`src/hdl/rv_pkg.sv`:
```
`default_nettype none

package rv_pkg;

	// Datapath and register index widths
	localparam int XLEN       = 32;
	localparam int REG_ADDR_W = 5;
	localparam int NUM_REGS   = 2 ** REG_ADDR_W;

	// Machine word and register index
	typedef logic [XLEN-1:0]       word_t;
	typedef logic [REG_ADDR_W-1:0] reg_addr_t;

	// Sequential pc increment
	localparam word_t PC_STEP = 32'd4;

	// Major opcodes of the supported subset
	localparam logic [6:0] OPCODE_R_TYPE = 7'h33;
	localparam logic [6:0] OPCODE_I_TYPE = 7'h13;
	localparam logic [6:0] OPCODE_B_TYPE = 7'h63;
	localparam logic [6:0] OPCODE_J_TYPE = 7'h6F;

	// add, addi and beq all share funct3 zero
	localparam logic [2:0] FUNCT3_ADD = 3'b000;
	localparam logic [6:0] FUNCT7_ADD = 7'h00;
	localparam logic [6:0] FUNCT7_SUB = 7'h20;

	// ALU operation
	typedef enum logic {
		ALU_ADD,
		ALU_SUB
	} alu_op_e;

	// Immediate format
	typedef enum logic [1:0] {
		IMM_I,
		IMM_B,
		IMM_J
	} imm_sel_e;

endpackage

`default_nettype wire

```
`src/hdl/rv_ctrl_if.sv`:
```
`timescale 1ns/1ps
`default_nettype none

interface rv_ctrl_if;
	import rv_pkg::*;

	// Decoded control, all combinational from the current instruction
	alu_op_e   alu_op;
	logic      use_imm;
	imm_sel_e  imm_sel;
	logic      reg_write;
	logic      is_branch;
	logic      is_jump;
	reg_addr_t rs1;
	reg_addr_t rs2;
	reg_addr_t rd;

	// Decoder side
	modport dec_mp (
		output alu_op, use_imm, imm_sel, reg_write, is_branch, is_jump, rs1, rs2, rd
	);

	// Datapath side
	modport dp_mp (
		input alu_op, use_imm, imm_sel, reg_write, is_branch, is_jump, rs1, rs2, rd
	);

endinterface

`default_nettype wire

```
`src/hdl/rv_regfile.sv`:
```
`timescale 1ns/1ps
`default_nettype none

module rv_regfile (
	input  logic            clk,
	input  logic            rst_n_i,
	rv_ctrl_if.dp_mp        ctrl_i,
	input  rv_pkg::word_t   wr_data_i,
	output rv_pkg::word_t   rs1_data_o,
	output rv_pkg::word_t   rs2_data_o,
	output logic            wr_en_o
);
	import rv_pkg::*;

	// x0 has no storage
	word_t regs [1:NUM_REGS-1];

	// Write enable, also the exported writeback strobe
	assign wr_en_o = ctrl_i.reg_write && rst_n_i && (ctrl_i.rd != '0);

	always_ff @(posedge clk) begin
		if (!rst_n_i) begin
			for (int i = 1; i < NUM_REGS; i++) begin
				regs[i] <= '0;
			end
		end else if (wr_en_o) begin
			regs[ctrl_i.rd] <= wr_data_i;
		end
	end

	// Asynchronous read ports, x0 reads zero
	always_comb begin
		rs1_data_o = (ctrl_i.rs1 == '0) ? '0 : regs[ctrl_i.rs1];
		rs2_data_o = (ctrl_i.rs2 == '0) ? '0 : regs[ctrl_i.rs2];
	end
endmodule

`default_nettype wire

```
`src/flat_wrapper.sv`:
```
// flat-port wrapper written by rule: the top's interface ports become plain ports
module rv_regfile_flat import rv_pkg::*;
  (clk, rst_n_i, wr_data_i, rs1_data_o, rs2_data_o, wr_en_o, ctrl_i_alu_op, ctrl_i_use_imm, ctrl_i_imm_sel, ctrl_i_reg_write, ctrl_i_is_branch, ctrl_i_is_jump, ctrl_i_rs1, ctrl_i_rs2, ctrl_i_rd);
  rv_ctrl_if ctrl_i_i ();
  input  logic clk;
  input  logic rst_n_i;
  input  rv_pkg::word_t wr_data_i;
  output rv_pkg::word_t rs1_data_o;
  output rv_pkg::word_t rs2_data_o;
  output logic wr_en_o;
  input wire logic [$bits(ctrl_i_i.alu_op)-1:0] ctrl_i_alu_op;
  input wire logic [$bits(ctrl_i_i.use_imm)-1:0] ctrl_i_use_imm;
  input wire logic [$bits(ctrl_i_i.imm_sel)-1:0] ctrl_i_imm_sel;
  input wire logic [$bits(ctrl_i_i.reg_write)-1:0] ctrl_i_reg_write;
  input wire logic [$bits(ctrl_i_i.is_branch)-1:0] ctrl_i_is_branch;
  input wire logic [$bits(ctrl_i_i.is_jump)-1:0] ctrl_i_is_jump;
  input wire logic [$bits(ctrl_i_i.rs1)-1:0] ctrl_i_rs1;
  input wire logic [$bits(ctrl_i_i.rs2)-1:0] ctrl_i_rs2;
  input wire logic [$bits(ctrl_i_i.rd)-1:0] ctrl_i_rd;
  assign ctrl_i_i.alu_op = ctrl_i_alu_op;
  assign ctrl_i_i.use_imm = ctrl_i_use_imm;
  assign ctrl_i_i.imm_sel = ctrl_i_imm_sel;
  assign ctrl_i_i.reg_write = ctrl_i_reg_write;
  assign ctrl_i_i.is_branch = ctrl_i_is_branch;
  assign ctrl_i_i.is_jump = ctrl_i_is_jump;
  assign ctrl_i_i.rs1 = ctrl_i_rs1;
  assign ctrl_i_i.rs2 = ctrl_i_rs2;
  assign ctrl_i_i.rd = ctrl_i_rd;
  rv_regfile u_core (.clk(clk), .rst_n_i(rst_n_i), .ctrl_i(ctrl_i_i), .wr_data_i(wr_data_i), .rs1_data_o(rs1_data_o), .rs2_data_o(rs2_data_o), .wr_en_o(wr_en_o));
endmodule
```
`config.mk`:
```
export PLATFORM = sky130hd
export DESIGN_NAME = rv_regfile_flat
export DESIGN_NICKNAME = d
export VERILOG_FILES = /design/src/hdl/rv_pkg.sv /design/src/hdl/rv_ctrl_if.sv /design/src/hdl/rv_regfile.sv /design/src/flat_wrapper.sv
export SDC_FILE = /design/constraint.sdc
export NUM_CORES = 2
export LEC_CHECK = 0
export BUFFER_PORTS_ARGS = -buffer_cell sky130_fd_sc_hd__clkbuf_2
export CAP_MARGIN = 20
export CORE_MARGIN = 3
export CORE_UTILIZATION = 55
export CTS_CLUSTER_SIZE = 28
export DETAILED_ROUTE_END_ITERATION = 10
export GPL_TIMING_DRIVEN = 0
export PLACE_DENSITY = 0.71
export SKIP_CTS_REPAIR_TIMING = 1
export SLEW_MARGIN = 20
export SYNTH_ARGS = -nofsm -noshare
export SYNTH_HDL_FRONTEND = slang
export SYNTH_SLANG_ARGS = --single-unit
```
`constraint.sdc`:
```
create_clock -name clk -period 5.1 [get_ports clk]
set_input_delay 1.02 -clock clk [delete_from_list [all_inputs] [get_ports clk]]
set_output_delay 1.02 -clock clk [all_outputs]
set_load 0.02 [all_outputs]
```
==> impl_metrics.py <==
metrics = {
    "cells_and_area": {
        "nets": 3953,
        "drive_above_1_share": 0.2440,
        "top_regs": "u_core.regs (1024)",
        "regMostFlops": "u_core.regs",
        "stdcell_area_um2": 62050,
        "multi_input_comb_area_um2": 22330,
        "fill_cells": 7058,
        "final_cell_mix": "edfxtp_1, and2_1, mux4_2",
        "seq_area_um2": 30750,
        "largest_register_ffs": 1024,
        "layout_commonest_cell": "edfxtp_1",
        "syn_to_final_growth_pct": 14.26,
        "utilization": 0.6378,
    },
    "drt": {
        "drt_iter0_markers": 6757,
        "vias_per_cell": 7.078,
        "drc": 0,
        "wl_per_cell_um": 38.11,
        "first_pass_iters": 6,
        "vias": 37256,
        "antenna_left": 0,
        "drt-total-wl_mm": 200.6,
    },
    "pwr": {
        "powerDensity_nw_per_um2": 333.7,
        "peakVddDrop_v": 0.0002541,
        "p_leak_nw": 21.93,
    },
    "worst_setup_path": {
        "critPathKind": "in -> out",
        "crit_required_ns": 4.08,
        "worst_ep_arrival_time_ns": 4.29,
        "cp_slowest_cell": "a211oi_1",
        "cp_max_fo": 11,
        "cp-start-kind": "primary input",
        "crit_path_cell_trace": "buf_2 -> or3b_1 -> clkbuf_1 -> buf_2 -> o221ai_1 -> a211oi_1 -> nor3_2 -> clkbuf_2",
        "max_stage_delay_ns": 0.75,
        "crit_path_end_kind": "output port",
        "cpMostUsedCell": "buf_2",
    },
    "global_routing": {
        "grt_pass1_vias": 36556,
        "grtUsageTotal": 0.3893,
        "grt_max_degree": 21,
        "antenna_found_initial": 7,
        "grt-ovfl-total": 0,
        "grt_pass1_wl_mm": 275.4,
    },
    "timing": {
        "post-route-period-util": 1.041,
        "slew_violations": 0,
        "finalHoldViolCount": 0,
        "rsz0062_at_grt": "true",
        "finalSetupTns_ns": -1.700,
        "min_period_ns": 5.309,
        "fmax_mhz": 188.3,
        "finalWorstSetupSlack_ns": -0.2093,
        "report.final.setup_viol": 26,
        "slew_headroom": 0.1449,
        "finalHoldWorstSlack_ns": 0.5833,
        "tightest_slew_ns": 1.283,
    },
    "worst_hold_path": {
        "hold_path_class": "in -> reg",
    },
    "place": {
        "placed_area_um2": 58350,
        "dp_hpwl_mm": 143.8,
        "io_buffer_count": 108,
        "routabilityCongestion": 1.029,
    },
    "synthesis": {
        "syn-instance-count": 3591,
        "ys_warn_count": 0,
        "ys.flop_type": "edfxtp_1",
        "async_reset_ff_frac": 0,
        "synth_seq_cells": 1024,
        "synth_cell_types": 42,
        "yosysSeqAreaShare": 0.5662,
        "netlist_area_um2": 54300,
        "synth_edf_count": 1024,
        "postSynthAreaPerCell_um2": 15.12,
    },
    "clock_network": {
        "clk_pin_slew_ns": 0.06,
        "clockBufferDepth": 3,
        "cts_max_level": 3,
        "cts_sinks": 1024,
        "tritoncts": "built",
        "cts_root_buf": "clkbuf_16",
        "cts_buffers": 107,
    },
    "die": {
        "coreArea_um2": 97280,
        "dieArea_um2": 102500,
        "die_w_um": 320.2,
        "rows": 114,
        "ios": 121,
        "die_h_um": 320.2,
        "initial_core_util": 0.5582,
    },
    "outcome": {
        "violations": "negative setup slack",
        "status": "finished with violations",
    },
    "job": {
        "maxCapViolCount": 0,
    },
}
-- critical path: cells and delay by family --
family | cells | cell delay (ns)
compound gates | 2 | 1.05
buf+inv | 4 | 1.70
simple gates | 2 | 0.48
-- cell usage after synthesis (26+ instances only) --
master,number,area share
a211o_1,26,0.0042
a211oi_1,41,0.0057
a21oi_1,26,0.0024
a221oi_1,27,0.0044
a22o_1,67,0.011
and2_1,994,0.11
buf_2,62,0.0057
clkbuf_1,279,0.019
edfxtp_1,1024,0.57
inv_1,28,0.0019
mux2i_1,217,0.040
mux4_2,418,0.17
nor2_1,63,0.0044
nor3_1,33,0.0030
o21ai_0,31,0.0029
o221ai_1,31,0.0050
o22ai_1,59,0.0068
-- area by class of cell --
class,count,share of cell area
Timing Repair Buffer,167,0.03186
Tap cell,1276,0.02573
Antenna cell,8,0.0003226
Sequential cell,1024,0.4956
Inverter,28,0.001694
Buffer,392,0.03003
Clock buffer,129,0.04586
Multi-Input combinational cell,2177,0.3599
Clock inverter,63,0.009074
-- path summary, 6_finish.rpt --
check           from                          end  slack [ns]  cells after the start
max    ctrl_i_rs1[2]               rs1_data_o[16]       -0.21                      8
min     wr_data_i[2]  u_core.regs[0][2]$_DFFE_PP_        0.58                      1
-- report_power, final --
| group | internal, mW | leakage [nW] | switching [mW] |
|---|---|---|---|
| Clock | 4.49 | 1.67 | 3.36 |
| Sequential | 9.73 | 9.75 | 0.254 |
| Combinational | 1.11 | 10.5 | 1.77 |
-- layer usage --
metal,vias to the layer above,part of all wire,global-route usage
li1,14480,-,-
met1,18717,0.34,0.5183
met2,3407,0.43,0.5595
met3,648,0.15,0.1253
met4,4,0.076,0.2422
met5,-,0.00014,0
-- kinds of logic (layout without fill, tap and decap cells) --
family,Yosys count,after routing,synth area share
compound gates,343,343,0.05060
buf+inv,421,779,0.03491
flops,1024,1024,0.5662
mux,666,666,0.2209
other cells,1,40,0.00006905
simple gates,1136,1136,0.1273
-- through the flow --
| step | power (mW) | std cells | setup slack (ns) |
|---|---|---|---|
| finish | 20.70 | 5264 | -0.2093 |
| CTS | 20.52 | 5254 | -0.8084 |
| global route | 21.05 | 5256 | -0.1024 |
| floorplan | 11.64 | 3622 | 0.6991 |
| global placement | 12.73 | 5006 | -3.080 |
| detailed placement | 12.89 | 5062 | -0.7995 |
Note: power is estimated with default switching activity, not from simulation.
