### config.mk
export PLATFORM = sky130hd
export DESIGN_NAME = rv_pc_flat
export DESIGN_NICKNAME = d
export VERILOG_FILES = /design/src/hdl/rv_pkg.sv /design/src/hdl/rv_ctrl_if.sv /design/src/hdl/rv_pc.sv /design/src/flat_wrapper.sv
export SDC_FILE = /design/constraint.sdc
export NUM_CORES = 1
export LEC_CHECK = 0
export ABC_CLOCK_PERIOD_IN_PS = 4500
export BUFFER_PORTS_ARGS = -buffer_cell sky130_fd_sc_hd__buf_4
export CORE_MARGIN = 5
export CORE_UTILIZATION = 59
export DETAILED_ROUTE_END_ITERATION = 7
export PLACE_DENSITY_LB_ADDON = 0.05
export SLEW_MARGIN = 20
export SYNTH_ARGS = -nofsm -noshare
export SYNTH_HDL_FRONTEND = slang
export SYNTH_SLANG_ARGS = --single-unit
### constraint.sdc
create_clock -name clk -period 4.5 [get_ports clk]
set_input_delay 0.225 -clock clk [delete_from_list [all_inputs] [get_ports clk]]
set_output_delay 0.225 -clock clk [all_outputs]
set_load 0.02 [all_outputs]
### src/hdl/rv_pkg.sv
`default_nettype none

package rv_pkg;

	// Datapath and register index widths
	localparam int XLEN       = 32;
	localparam int REG_ADDR_W = 5;
	localparam int NUM_REGS   = 2 ** REG_ADDR_W;

	// Machine word and register index
	typedef logic [XLEN-1:0]       word_t;
	typedef logic [REG_ADDR_W-1:0] reg_addr_t;

	// Sequential pc increment
	localparam word_t PC_STEP = 32'd4;

	// Major opcodes of the supported subset
	localparam logic [6:0] OPCODE_R_TYPE = 7'h33;
	localparam logic [6:0] OPCODE_I_TYPE = 7'h13;
	localparam logic [6:0] OPCODE_B_TYPE = 7'h63;
	localparam logic [6:0] OPCODE_J_TYPE = 7'h6F;

	// add, addi and beq all share funct3 zero
	localparam logic [2:0] FUNCT3_ADD = 3'b000;
	localparam logic [6:0] FUNCT7_ADD = 7'h00;
	localparam logic [6:0] FUNCT7_SUB = 7'h20;

	// ALU operation
	typedef enum logic {
		ALU_ADD,
		ALU_SUB
	} alu_op_e;

	// Immediate format
	typedef enum logic [1:0] {
		IMM_I,
		IMM_B,
		IMM_J
	} imm_sel_e;

endpackage

`default_nettype wire

### src/hdl/rv_ctrl_if.sv
`timescale 1ns/1ps
`default_nettype none

interface rv_ctrl_if;
	import rv_pkg::*;

	// Decoded control, all combinational from the current instruction
	alu_op_e   alu_op;
	logic      use_imm;
	imm_sel_e  imm_sel;
	logic      reg_write;
	logic      is_branch;
	logic      is_jump;
	reg_addr_t rs1;
	reg_addr_t rs2;
	reg_addr_t rd;

	// Decoder side
	modport dec_mp (
		output alu_op, use_imm, imm_sel, reg_write, is_branch, is_jump, rs1, rs2, rd
	);

	// Datapath side
	modport dp_mp (
		input alu_op, use_imm, imm_sel, reg_write, is_branch, is_jump, rs1, rs2, rd
	);

endinterface

`default_nettype wire

### src/hdl/rv_pc.sv
`timescale 1ns/1ps
`default_nettype none

module rv_pc (
	input  logic            clk,
	input  logic            rst_n_i,
	rv_ctrl_if.dp_mp        ctrl_i,
	input  rv_pkg::word_t   imm_i,
	input  logic            br_taken_i,
	output rv_pkg::word_t   pc_o
);
	import rv_pkg::*;

	word_t pc_q;
	word_t pc_next;

	// jal and taken beq are pc-relative
	always_comb begin
		if (ctrl_i.is_jump || br_taken_i) begin
			pc_next = pc_q + imm_i;
		end else begin
			pc_next = pc_q + PC_STEP;
		end
	end

	// One step per retired instruction
	always_ff @(posedge clk) begin
		if (!rst_n_i) begin
			pc_q <= '0;
		end else begin
			pc_q <= pc_next;
		end
	end

	assign pc_o = pc_q;
endmodule

`default_nettype wire

### src/flat_wrapper.sv
// flat-port wrapper written by rule: the top's interface ports become plain ports
module rv_pc_flat import rv_pkg::*;
  (clk, rst_n_i, imm_i, br_taken_i, pc_o, ctrl_i_alu_op, ctrl_i_use_imm, ctrl_i_imm_sel, ctrl_i_reg_write, ctrl_i_is_branch, ctrl_i_is_jump, ctrl_i_rs1, ctrl_i_rs2, ctrl_i_rd);
  rv_ctrl_if ctrl_i_i ();
  input  logic clk;
  input  logic rst_n_i;
  input  rv_pkg::word_t imm_i;
  input  logic br_taken_i;
  output rv_pkg::word_t pc_o;
  input wire logic [$bits(ctrl_i_i.alu_op)-1:0] ctrl_i_alu_op;
  input wire logic [$bits(ctrl_i_i.use_imm)-1:0] ctrl_i_use_imm;
  input wire logic [$bits(ctrl_i_i.imm_sel)-1:0] ctrl_i_imm_sel;
  input wire logic [$bits(ctrl_i_i.reg_write)-1:0] ctrl_i_reg_write;
  input wire logic [$bits(ctrl_i_i.is_branch)-1:0] ctrl_i_is_branch;
  input wire logic [$bits(ctrl_i_i.is_jump)-1:0] ctrl_i_is_jump;
  input wire logic [$bits(ctrl_i_i.rs1)-1:0] ctrl_i_rs1;
  input wire logic [$bits(ctrl_i_i.rs2)-1:0] ctrl_i_rs2;
  input wire logic [$bits(ctrl_i_i.rd)-1:0] ctrl_i_rd;
  assign ctrl_i_i.alu_op = ctrl_i_alu_op;
  assign ctrl_i_i.use_imm = ctrl_i_use_imm;
  assign ctrl_i_i.imm_sel = ctrl_i_imm_sel;
  assign ctrl_i_i.reg_write = ctrl_i_reg_write;
  assign ctrl_i_i.is_branch = ctrl_i_is_branch;
  assign ctrl_i_i.is_jump = ctrl_i_is_jump;
  assign ctrl_i_i.rs1 = ctrl_i_rs1;
  assign ctrl_i_i.rs2 = ctrl_i_rs2;
  assign ctrl_i_i.rd = ctrl_i_rd;
  rv_pc u_core (.clk(clk), .rst_n_i(rst_n_i), .ctrl_i(ctrl_i_i), .imm_i(imm_i), .br_taken_i(br_taken_i), .pc_o(pc_o));
endmodule
==> reports/metrics.sh <==
DIE_AREA_MM2=0.00742
FIN_TNS_SETUP_NS=0
SYN2LAYOUT_AREA_GROWTH_PCT=17.5
DRC_ERRORS=0
ANTENNA_VIOLATIONS_BEFORE_REPAIR=0
RUN_STATUS='finished clean'
POST_ROUTE_CELLS_DRIVE_ABOVE_1_SHARE_PCT=20.2
SETUP.WORST_PATH.START_CLASS='flip-flop'
ENDPOINT_KIND='flip-flop'
GRT_SETUP_UNREPAIRED='no'
CTS.ROOT.BUFFER_CELL='sky130_fd_sc_hd__clkbuf_8'
TIMING.CRITICAL_PATH.ARRIVAL_NS=3.06
EFFECTIVE_UTILIZATION_AT_FLOORPLAN_PCT=61.3
GRT_START_MAX_NET_PINS=32
DRTANTENNAVIOLNETS=0
TIMING.FMAX_MHz=355
DPL_CELLS=559
CELLPOWERDENSITY_mW_PER_MM2=447
CTS_MAX_PATH_BUFFERS=2
MET2_USAGE_GRT_PCT=43.0
SYNTH-WARNING-COUNT=0
GLOBALROUTE.TOTALOVERFLOW=0
CTS_NUM_SINKS=32
FIN_HOLD_WS_NS=0.277
NUMCTSBUFFERS=5
SYN_AREA_MM2=0.00342
NUM_VIAS=3458
DIE-HEIGHT_UM=86.1
GLOBAL_ROUTE.USAGE.MET3_PCT=4.13
AVGVIACOUNTPERCELL=6.10
WORST-SETUP-PATH-TYPE='reg -> reg'
TIMING.HOLD.WORST.CLASS='in -> reg'
CLOCK_SKEW_NS=0.0116
HPWLAFTERDP_UM=7160
DRT_ITER0_MARKERS=230
ROUTABILITYCONGESTION=0.909
POST-ROUTE-PERIOD-UTIL_PCT=62.5
CTS_MAX_LEVEL=2
SYNTH.LARGEST_AREA_CELL='sky130_fd_sc_hd__dfxtp_1'
PATH_CLK_SLEW_NS=0.08
WORSTMARGINPINSLEW_NS=1.10
DESIGN.PORTCOUNT=89
CORE_MM2=0.00557
PLACEMENT.SETUP.WORST_SLACK_NS=1.72
COUNT_OF_STANDARD_CELL_ROWS=27
POST_CTS_RESIZE_COUNT=0
SYN-MEAN-INSTANCE-AREA_UM2=7.86
TRITONCTS='yes'
SHARE_OF_THE_SYNTHESIZED_AREA_IN_THE_TOP_CELL_TYPE_PCT=18.7
SYNTH.TOP_CELLS.BY_COUNT='sky130_fd_sc_hd__nor2_1, sky130_fd_sc_hd__nand2_1, sky130_fd_sc_hd__a21oi_1, sky130_fd_sc_hd__dfxtp_1, sky130_fd_sc_hd__ha_1'
POST_LAYOUT_NONFILLER_INSTANCES=567
SYNTH_SEQ_CELLS=32
DRT-WIRELENGTH-PER-CELL_UM=16.4
POWER.LEAKAGE_nW=1.85
IRDROPWORSTVDD_uV=275
ROUTE.FINAL.WIRE_LENGTH_UM=9300
CLKLATENCYLATEPIN_NS=0.29
DIE_WIDTH_UM=86.1
YOSYSSEQAREASHARE_PCT=18.7
GRT.MET1_USAGE_PCT=32.2
YOSYS.CELL_TYPES.COUNT=68
PATH_MAX_FANOUT=3
SYNTHMOSTINSTANTIATEDCELL='sky130_fd_sc_hd__nor2_1'
CTS_HOLD_BUFFERS=0
SYNTH-EDFF-COUNT=0
MULTI_INPUT_COMB_AREA_MM2=0.00265
SYN-NUM-NETS=525
IO_BUFFER_COUNT=67
CP.REQUIRED_NS=4.74
GLOBAL_ROUTE.PEAK_USAGE_LAYER='met2'
GRT_PASS1_VIAS=3380
N_FILL_CELL=489
FF_LATCH_AREA_UM2=641
LARGEST_REG_FLOPS=32
MAX_SLEW_MARGIN_PCT=26.7
ASYNC_RESET_FF_SHARE_PCT=0
CTS_POST_SETUP_BUFFERS_INSERTED=0
FIN_WS_NS=1.69
GR-USAGE-ALL-LAYERS_PCT=25.0
INSERTEDDIODECOUNT=0
FIRST_PASS_ITERS=4
MAX-CAP-VIOLATIONS=0
SETUP_VIOL=0
YS_DOMINANT_REG_CELL='sky130_fd_sc_hd__dfxtp_1'
TIMING.FINAL.HOLD_VIOLATIONS=0
GRT_PASS1_WL_UM=15200
SYNTH_AREA_LEADERS='sky130_fd_sc_hd__dfxtp_1, sky130_fd_sc_hd__ha_1, sky130_fd_sc_hd__xor2_1, sky130_fd_sc_hd__xnor2_1, sky130_fd_sc_hd__nor2_1'
PERIOD_NEEDED_NS=2.81
TIMING.FINAL.MAX_SLEW_VIOLATIONS=0
POSTSYNTHCELLCOUNT=435
FIN_NETS=584
[worst max-delay path: stages (launching register included)]
cell and delay [ns]:
sky130_fd_sc_hd__dfxtp_1 0.36, sky130_fd_sc_hd__ha_1 0.21, sky130_fd_sc_hd__inv_1 0.07, sky130_fd_sc_hd__fa_1 0.41, sky130_fd_sc_hd__nor2b_1 0.19, sky130_fd_sc_hd__o31ai_2 0.11
sky130_fd_sc_hd__a211oi_2 0.31, sky130_fd_sc_hd__nor2_2 0.09, sky130_fd_sc_hd__o221ai_2 0.25, sky130_fd_sc_hd__o2111ai_1 0.20, sky130_fd_sc_hd__a2111oi_0 0.40, sky130_fd_sc_hd__nand3b_1 0.16
[power breakdown]
part,internal [W],switching [W]
Combinational,0.000482,0.000603
Sequential,0.000356,0.000111
Clock,0.000122,0.000123
Total,0.000961,0.000836
[final cells by class]
cell class | instances | share of cell area (%)
Multi-Input combinational cell | 378 | 65.9
Sequential cell | 32 | 15.9
Timing Repair Buffer | 69 | 12.9
Tap cell | 72 | 2.24
Clock buffer | 6 | 2.05
Inverter | 8 | 0.747
Clock inverter | 2 | 0.249
[through the flow]
stage	util [%]	cell area, µm²	power (W)
2_1_floorplan	-	3420	0.00126
3_3_place_gp	70.4	3930	0.00151
3_5_place_dp	70.4	3930	0.00154
4_1_cts	72.1	4020	0.00179
5_1_grt	72.1	4020	0.00193
6_report	72.1	4020	0.00180
[worst paths after layout]
check,slack (ns),startpoint,to,cells past startpoint
worst max-delay path,1.69,u_core.pc_o[0]$_SDFFE_PN0N_,u_core.pc_o[28]$_SDFF_PN0_,11
worst min-delay path,0.28,rst_n_i,u_core.pc_o[29]$_SDFF_PN0_,2
worst max register to register,1.69,u_core.pc_o[0]$_SDFFE_PN0N_,u_core.pc_o[28]$_SDFF_PN0_,11
worst min register to register,0.48,u_core.pc_o[0]$_SDFFE_PN0N_,u_core.pc_o[0]$_SDFFE_PN0N_,2
[layout by cell type, fill, tap and decap left out, types with 10 or more instances in the layout]
cell type / instances
sky130_fd_sc_hd__xnor2_1: 22
sky130_fd_sc_hd__nor2_1: 45
sky130_fd_sc_hd__and4_1: 10
sky130_fd_sc_hd__nand3_1: 24
sky130_fd_sc_hd__o21ai_0: 11
sky130_fd_sc_hd__o21ai_1: 11
sky130_fd_sc_hd__a211oi_1: 15
sky130_fd_sc_hd__ha_1: 32
sky130_fd_sc_hd__a21o_1: 20
sky130_fd_sc_hd__xor2_1: 23
sky130_fd_sc_hd__dfxtp_1: 32
sky130_fd_sc_hd__nand2_1: 37
sky130_fd_sc_hd__buf_4: 69
sky130_fd_sc_hd__a21oi_1: 32
[logic make-up (layout without fill, tap and decap cells)]
logic type	after synthesis	after routing	synth area share [%]
xor gates and xnor gates	45	45	11.5
and+or+nand+nor	165	165	25.3
DFF	32	32	18.7
AOI/OAI and AO/OA	134	134	28.0
muxes	1	1	0.293
buffers and inverters	25	85	3.91
adders and majority gates	33	33	12.3
[routing by layer]
layer / share of wire [%] / wire [µm] / vias up
met3: 7.3 / 675 / 14
met2: 48 / 4420 / 111
met1: 44 / 4110 / 1601
met5: 0 / 0 / -
li1: - / - / 1732
met4: 1.1 / 99 / 0
No activity file was read; power rests on OpenSTA's default activity.
