## src/hdl/rv_pkg.sv

```systemverilog
`default_nettype none

package rv_pkg;

	// Datapath and register index widths
	localparam int XLEN       = 32;
	localparam int REG_ADDR_W = 5;
	localparam int NUM_REGS   = 2 ** REG_ADDR_W;

	// Machine word and register index
	typedef logic [XLEN-1:0]       word_t;
	typedef logic [REG_ADDR_W-1:0] reg_addr_t;

	// Sequential pc increment
	localparam word_t PC_STEP = 32'd4;

	// Major opcodes of the supported subset
	localparam logic [6:0] OPCODE_R_TYPE = 7'h33;
	localparam logic [6:0] OPCODE_I_TYPE = 7'h13;
	localparam logic [6:0] OPCODE_B_TYPE = 7'h63;
	localparam logic [6:0] OPCODE_J_TYPE = 7'h6F;

	// add, addi and beq all share funct3 zero
	localparam logic [2:0] FUNCT3_ADD = 3'b000;
	localparam logic [6:0] FUNCT7_ADD = 7'h00;
	localparam logic [6:0] FUNCT7_SUB = 7'h20;

	// ALU operation
	typedef enum logic {
		ALU_ADD,
		ALU_SUB
	} alu_op_e;

	// Immediate format
	typedef enum logic [1:0] {
		IMM_I,
		IMM_B,
		IMM_J
	} imm_sel_e;

endpackage

`default_nettype wire

```

## src/hdl/rv_ctrl_if.sv

```systemverilog
`timescale 1ns/1ps
`default_nettype none

interface rv_ctrl_if;
	import rv_pkg::*;

	// Decoded control, all combinational from the current instruction
	alu_op_e   alu_op;
	logic      use_imm;
	imm_sel_e  imm_sel;
	logic      reg_write;
	logic      is_branch;
	logic      is_jump;
	reg_addr_t rs1;
	reg_addr_t rs2;
	reg_addr_t rd;

	// Decoder side
	modport dec_mp (
		output alu_op, use_imm, imm_sel, reg_write, is_branch, is_jump, rs1, rs2, rd
	);

	// Datapath side
	modport dp_mp (
		input alu_op, use_imm, imm_sel, reg_write, is_branch, is_jump, rs1, rs2, rd
	);

endinterface

`default_nettype wire

```

## src/hdl/rv_execute.sv

```systemverilog
`timescale 1ns/1ps
`default_nettype none

module rv_execute (
	rv_ctrl_if.dp_mp        ctrl_i,
	input  rv_pkg::word_t   instr_i,
	input  rv_pkg::word_t   pc_i,
	input  rv_pkg::word_t   rs1_data_i,
	input  rv_pkg::word_t   rs2_data_i,
	output rv_pkg::word_t   imm_o,
	output rv_pkg::word_t   alu_result_o,
	output rv_pkg::word_t   wb_data_o,
	output logic            br_taken_o
);
	import rv_pkg::*;

	word_t op_b;
	word_t link_addr;

	// Sign-extended immediate in the selected format
	always_comb begin
		case (ctrl_i.imm_sel)
			IMM_I: begin
				imm_o = {{20{instr_i[31]}}, instr_i[31:20]};
			end
			IMM_B: begin
				// Bit 0 always zero
				imm_o = {{19{instr_i[31]}}, instr_i[31], instr_i[7],
				         instr_i[30:25], instr_i[11:8], 1'b0};
			end
			IMM_J: begin
				imm_o = {{11{instr_i[31]}}, instr_i[31], instr_i[19:12],
				         instr_i[20], instr_i[30:21], 1'b0};
			end
			default: begin
				imm_o = '0;
			end
		endcase
	end

	// Operand B is rs2 or the immediate
	assign op_b = ctrl_i.use_imm ? imm_o : rs2_data_i;

	// Adder and subtractor, result wraps to XLEN
	always_comb begin
		if (ctrl_i.alu_op == ALU_SUB) begin
			alu_result_o = rs1_data_i - op_b;
		end else begin
			alu_result_o = rs1_data_i + op_b;
		end
	end

	// beq only, equality of raw register operands
	assign br_taken_o = ctrl_i.is_branch && (rs1_data_i == rs2_data_i);

	// Return address for jal
	assign link_addr = pc_i + PC_STEP;

	// Writeback value
	assign wb_data_o = ctrl_i.is_jump ? link_addr : alu_result_o;

endmodule

`default_nettype wire

```

## src/flat_wrapper.sv

```systemverilog
// flat-port wrapper written by rule: the top's interface ports become plain ports
module rv_execute_flat import rv_pkg::*;
  (instr_i, pc_i, rs1_data_i, rs2_data_i, imm_o, alu_result_o, wb_data_o, br_taken_o, ctrl_i_alu_op, ctrl_i_use_imm, ctrl_i_imm_sel, ctrl_i_reg_write, ctrl_i_is_branch, ctrl_i_is_jump, ctrl_i_rs1, ctrl_i_rs2, ctrl_i_rd);
  rv_ctrl_if ctrl_i_i ();
  input  rv_pkg::word_t instr_i;
  input  rv_pkg::word_t pc_i;
  input  rv_pkg::word_t rs1_data_i;
  input  rv_pkg::word_t rs2_data_i;
  output rv_pkg::word_t imm_o;
  output rv_pkg::word_t alu_result_o;
  output rv_pkg::word_t wb_data_o;
  output logic br_taken_o;
  input wire logic [$bits(ctrl_i_i.alu_op)-1:0] ctrl_i_alu_op;
  input wire logic [$bits(ctrl_i_i.use_imm)-1:0] ctrl_i_use_imm;
  input wire logic [$bits(ctrl_i_i.imm_sel)-1:0] ctrl_i_imm_sel;
  input wire logic [$bits(ctrl_i_i.reg_write)-1:0] ctrl_i_reg_write;
  input wire logic [$bits(ctrl_i_i.is_branch)-1:0] ctrl_i_is_branch;
  input wire logic [$bits(ctrl_i_i.is_jump)-1:0] ctrl_i_is_jump;
  input wire logic [$bits(ctrl_i_i.rs1)-1:0] ctrl_i_rs1;
  input wire logic [$bits(ctrl_i_i.rs2)-1:0] ctrl_i_rs2;
  input wire logic [$bits(ctrl_i_i.rd)-1:0] ctrl_i_rd;
  assign ctrl_i_i.alu_op = ctrl_i_alu_op;
  assign ctrl_i_i.use_imm = ctrl_i_use_imm;
  assign ctrl_i_i.imm_sel = ctrl_i_imm_sel;
  assign ctrl_i_i.reg_write = ctrl_i_reg_write;
  assign ctrl_i_i.is_branch = ctrl_i_is_branch;
  assign ctrl_i_i.is_jump = ctrl_i_is_jump;
  assign ctrl_i_i.rs1 = ctrl_i_rs1;
  assign ctrl_i_i.rs2 = ctrl_i_rs2;
  assign ctrl_i_i.rd = ctrl_i_rd;
  rv_execute u_core (.ctrl_i(ctrl_i_i), .instr_i(instr_i), .pc_i(pc_i), .rs1_data_i(rs1_data_i), .rs2_data_i(rs2_data_i), .imm_o(imm_o), .alu_result_o(alu_result_o), .wb_data_o(wb_data_o), .br_taken_o(br_taken_o));
endmodule
```

## config.mk

```make
export PLATFORM = sky130hd
export DESIGN_NAME = rv_execute_flat
export DESIGN_NICKNAME = d
export VERILOG_FILES = /design/src/hdl/rv_pkg.sv /design/src/hdl/rv_ctrl_if.sv /design/src/hdl/rv_execute.sv /design/src/flat_wrapper.sv
export SDC_FILE = /design/constraint.sdc
export NUM_CORES = 1
export LEC_CHECK = 0
export ABC_AREA = 1
export BUFFER_PORTS_ARGS = -buffer_cell sky130_fd_sc_hd__buf_2
export CORE_MARGIN = 3
export CORE_UTILIZATION = 45
export DETAILED_ROUTE_END_ITERATION = 10
export GPL_TIMING_DRIVEN = 0
export PLACE_DENSITY = 0.89
export REMOVE_ABC_BUFFERS = 1
export SLEW_MARGIN = 20
export SYNTH_ARGS = -nofsm -noshare
export SYNTH_HDL_FRONTEND = slang
export SYNTH_SLANG_ARGS = --single-unit
```

## constraint.sdc

```tcl
create_clock -name vclk -period 4.7
set_input_delay 0.235 -clock vclk [all_inputs]
set_output_delay 0.235 -clock vclk [all_outputs]
set_load 0.005 [all_outputs]
```

==> out/qor.yml, run 1 <==
status: "complete, no violations"
synth.largest_area_cell: "nand2_1"
instances_no_fill: 1287
fin_crit_ps: 4240
vias: 6840
die-area_um2: 12600
arrival_ps: 4010
dr.pass1.iters: 5
port_buffers: 224
hp-class: "in2out"
ir_drop_v: 0.000118
fin_ws_ps: 456
antenna_found_initial: 0
finalInstanceArea_um2: 6200
layout_common_cells: "296 x nand2_1, 222 x buf_2, 119 x inv_1"
grt_overflow: 0
worst_path_max_delay_cell: "ha_1"
yosysSeqAreaShare: 0
synth_area_leaders: "nand2_1 22%, xor2_1 9.0%, inv_1 8.8%"
drv_slew: 0
avgViaCountPerCell: 5.31
synthCells: 952
place_inst: 1287
grt_pass1_wl_mm: 30.3
seq_cells: 0
clock.fmax_mhz: 236
crit_top_cell: "nand2_1"
synthToLayoutAreaGrowth_pct: 22.3
grt_pass1_vias: 6358
drv_cap: 0
crit_type: "in2out"
start_kind: "input port"
cts_setup_buffers: 0
hpwlAfterDp_mm: 16.2
layout_commonest_cell: "nand2_1"
start_util: 0.464
placed_cell_area_um2: 6190
antenna_cells: 0
min_path_cells: 4
hold_start: "instr_i[25]"
synth_top_area_frac: 0.219
grt_max_degree: 37
drtIter0Drc: 574
num-nets-final: 1333
min_to: "imm_o[5]"
coreArea_um2: 10900
post-route-util: 0.567
avgRoutedWirePerCell_um: 14.4
grt_usage: 0.281
n_fill_cell: 1213
regArea_um2: 0
io_pins: 247
layout-drive-gt1-share: 0.261
placement_rows: 38
cts_hold_buf: 0
worstSetupEndpointType: "output pin"
synth_area_um2: 5070
p_leak_nw: 3.50
drc_errors: 0
synth.distinct_cells: 51
place_congestion: 1.01
hold_violations: 0
wl_mm: 18.6
fp.dieW_um: 112
crit_fanout: 35
pre_cts_ws_ps: -110
ys_warn_count: 0
worstPathCellList: "buf_6, inv_4, nand2_1, nand2_1, inv_1, ha_1, inv_1, a21oi_2, nand4_2, nor2_2, nand3_2, o21ai_1, xor2_1, ha_1, a21oi_1, nand2_1, a21oi_1, nand3_1, nand2_1, nand2_1, or2_2, nand3_1, nand2_1, buf_2"
worst_path_largest_cell_delay_ps: 340
die_y_um: 112
ant_nets: 0
relSlewSlack: 0.354
syn_avg_cell_area_um2: 5.33
rsz0062_at_grt: "no"
powerDensity_nw_per_um2: 171
tightest_slew_ps: 963
setup_viol: 0
post-route-period-util: 0.903
clkbuf_count: 0
worstPathRequired_ps: 4470
## stage by stage
stage               hold WS, ps  TNS, ps  total power, W
floorplan                   538        0        0.000634
global placement            739    -56.9         0.00104
detailed placement          748     -454         0.00105
CTS                         749        0         0.00105
global route                772        0         0.00119
finish                      747        0         0.00106
## layout make-up
type	count	area (um^2)	share of cell area
tap	140	175	0.0282
multi-input combinational	787	4380	0.706
inverter	136	517	0.0833
timing repair buffer	224	1130	0.182
## report_power, final
group | internal [W] | switching, W
clock network | 0 | 0
registers | 0 | 0
logic | 0.000418 | 0.000642
## kinds of logic (layout without fill, tap and decap cells)
group / count (synthesis) / in the layout / synth area share
simple gates: 533 / 533 / 0.479
compound gates: 147 / 147 / 0.173
buf+inv: 165 / 360 / 0.137
fa+ha+maj: 34 / 34 / 0.0853
xor+xnor: 73 / 73 / 0.126
## routing by layer
metal	track usage	part of all wire	vias to the layer above
li1	-	-	3484
met1	0.392	0.44	3048
met2	0.482	0.47	290
met3	0.0270	0.081	18
met4	0.0377	0.013	0
met5	0	0	-
## how the worst max path moves through the flow
stage	to	start	slack (ps)	depth (start not counted)
2_1_floorplan	alu_result_o[25]	ctrl_i_imm_sel[1]	1380	23
3_3_place_gp	wb_data_o[25]	ctrl_i_use_imm	-30	24
3_5_place_dp	wb_data_o[25]	ctrl_i_use_imm	-110	24
4_1_cts	wb_data_o[25]	ctrl_i_use_imm	180	24
5_1_grt	wb_data_o[25]	ctrl_i_use_imm	20	26
6_report	wb_data_o[25]	ctrl_i_use_imm	460	24
## critical path, delay by kind of cell
family	cells	cell delay [ps]
simple gates	12	1500
buf+inv	5	730
xor+xnor	1	230
compound gates	4	780
fa+ha+maj	2	500
## cell usage after synthesis (9+ instances only)
cell / number
clkbuf_1: 9
o21ai_2: 9
buf_4: 14
inv_1: 119
nand4_1: 12
inv_2: 11
nand3_2: 13
nand3_1: 56
nor4_1: 10
nor3_1: 21
nand2_1: 296
ha_1: 33
and2_1: 10
a21oi_1: 36
o21ai_0: 51
nand2_2: 10
xor2_1: 52
xnor2_1: 21
or2_2: 10
nor2_1: 70
## what timing repair did
item,CTS,global route
gates resized for setup,1,5
pin swaps,0,0
endpoints found under the setup margin,12,26
Note: power is estimated with default switching activity, not from simulation.
==> run 2: changes to the inputs <==
--- a/config.mk
+++ b/config.mk
@@ -7,13 +7,16 @@
 export LEC_CHECK = 0
 export ABC_AREA = 1
 export BUFFER_PORTS_ARGS = -buffer_cell sky130_fd_sc_hd__buf_2
+export CELL_PAD_IN_SITES_DETAIL_PLACEMENT = 1
+export CELL_PAD_IN_SITES_GLOBAL_PLACEMENT = 1
 export CORE_MARGIN = 3
-export CORE_UTILIZATION = 45
+export CORE_UTILIZATION = 31
 export DETAILED_ROUTE_END_ITERATION = 10
 export GPL_TIMING_DRIVEN = 0
-export PLACE_DENSITY = 0.89
+export PLACE_DENSITY = 0.95
 export REMOVE_ABC_BUFFERS = 1
 export SLEW_MARGIN = 20
 export SYNTH_ARGS = -nofsm -noshare
 export SYNTH_HDL_FRONTEND = slang
 export SYNTH_SLANG_ARGS = --single-unit
+export TNS_END_PERCENT = 100
==> run 2 against run 1 <==
Effect of this change:
- critical path depth shrank 1
- cell count rose by 6.0%
- non-clock buffer count unchanged
- design area grew 1.7%
- core utilization fell by 17 points
- critical path type unchanged
- critical endpoint is now wb_data_o[15]
==> out/qor.yml, run 2 (synthesis results as in run 1) <==
p_switching_w: 0.000684  # was 0.000642 W
grt_overflow: 0  # unchanged
tightest_slew_ps: 1050  # was 963 ps
avgRoutedWirePerCell_um: 16.6  # was 14.4 um
layout_commonest_cell: "nand2_1"  # unchanged
hold_violations: 0  # unchanged
layout-drive-gt1-share: 0.263  # was 0.261
io_pins: 247  # unchanged
fp.dieW_um: 134  # was 112 um
drv_cap: 0  # unchanged
powerDensity_nw_per_um2: 175  # was 171 nW/um^2
pwr-share-comb: 1.000  # about the same
fin_crit_ps: 4260  # was 4240 ps
grt_usage: 0.240  # was 0.281
post-route-period-util: 0.906  # was 0.903
die-area_um2: 17900  # was 12600 um^2
ir_drop_v: 0.000113  # was 0.000118 V
p_int_w: 0.000420  # was 0.000418 W
clock_power_share: 0  # about the same
clkbuf_count: 0  # unchanged
crit_type: "in2out"  # unchanged
p_leak_nw: 3.50  # about the same
dr.pass1.iters: 5  # unchanged
coreArea_um2: 15900  # was 10900 um^2
seq_cells: 0  # unchanged
drc_errors: 0  # unchanged
synthToLayoutAreaGrowth_pct: 24.4  # was 22.3%
start_util: 0.318  # was 0.464
fin_setup_tns_ps: 0  # unchanged
place_congestion: 0.905  # was 1.01
port_buffers: 224  # unchanged
drtIter0Drc: 409  # was 574
arrival_ps: 4030  # was 4010 ps
fin_ws_ps: 440  # was 456 ps
setup_viol: 0  # unchanged
ant_nets: 0  # unchanged
clock.fmax_mhz: 235  # was 236 MHz
layout_common_cells: "296 x nand2_1, 222 x buf_2, 119 x inv_1"  # unchanged
die_y_um: 134  # was 112 um
grt_pass1_vias: 7337  # was 6358
hpwlAfterDp_mm: 20.1  # was 16.2 mm
status: "complete, no violations"  # unchanged
crit_fanout: 35  # unchanged
rsz0062_at_grt: "no"  # unchanged
vias: 7070  # was 6840
switching_share: 0.619  # was 0.606
start_kind: "input port"  # unchanged
worstSetupEndpointType: "output pin"  # unchanged
num-nets-final: 1333  # unchanged
relSlewSlack: 0.299  # was 0.354
regArea_um2: 0  # unchanged
grt_max_degree: 37  # unchanged
p_seq_frac: 0  # about the same
pre_cts_ws_ps: -228  # was -110 ps
grt_pass1_wl_mm: 36.0  # was 30.3 mm
drv_slew: 0  # unchanged
worstPathRequired_ps: 4470  # about the same
cts_hold_buf: 0  # unchanged
placement_rows: 46  # was 38
wl_mm: 22.7  # was 18.6 mm
antenna_found_initial: 3  # was 0
hp-class: "in2out"  # unchanged
cts_setup_buffers: 0  # unchanged
avgViaCountPerCell: 5.18  # was 5.31
==> run 2: cell types whose count changed in the layout (fill, tap and decap cells not counted), sizes merged <==
cell and change:
diode +1
==> run 2: layout make-up <==
type,count,area (um^2)
tap,216,270
multi-input combinational,787,4390
inverter,136,517
fill,2371,9630
antenna,1,2.50
timing repair buffer,224,1130
==> run 2: path summary, 6_finish.rpt <==
path / end / startpoint / cells after the start
setup / recovery: wb_data_o[15] / ctrl_i_use_imm / 23
hold / removal: imm_o[5] / instr_i[25] / 4
==> run 2: power by group through the flow <==
stage               sequential [W]  combinational [W]        clock [W]
detailed placement               0            0.00109                0
global placement                 0            0.00107                0
finish                           0            0.00110  0.0000000000285
floorplan                        0           0.000634                0
global route                     0            0.00124  0.0000000000285
CTS                              0            0.00110                0
==> run 2: layer usage <==
layer / track usage / vias up / routed length (um)
met1: 0.302 / 3301 / 9540
met4: 0.0497 / 4 / 518
met5: 0 / - / 16
li1: - / 3474 / -
met3: 0.0229 / 43 / 1430
met2: 0.444 / 248 / 11200
==> run 2: critical path: stages <==
cell and delay (ps):
buf_6 280, inv_4 180, nand2_1 100, nand2_1 120
inv_1 100, ha_1 170, inv_1 60, a21oi_2 200
nand4_2 190, nor2_2 130, nand3_2 110, nand2_1 110
xor2_1 100, ha_2 400, nand2_1 90, nor2_1 200
nor3b_1 230, nand2_1 90, nand3_1 170, xor2_1 300
nor2_1 80, a31oi_1 200, buf_2 160
==> run 2: repair_timing <==
item / CTS / global route
pin swaps: 0 / 0
gates resized for setup: 1 / 8
endpoints found under the setup margin: 25 / 33
==> run 2: stage by stage <==
step | total power [W] | instance area, um^2 | util | hold WS (ps) | std cells
floorplan | 0.000634 | 4890 | - | 538 | 923
global placement | 0.00107 | 6280 | 0.394 | 743 | 1363
detailed placement | 0.00109 | 6280 | 0.394 | 753 | 1363
CTS | 0.00110 | 6290 | 0.394 | 758 | 1363
global route | 0.00124 | 6310 | 0.396 | 768 | 1364
finish | 0.00110 | 6310 | 0.396 | 750 | 1364
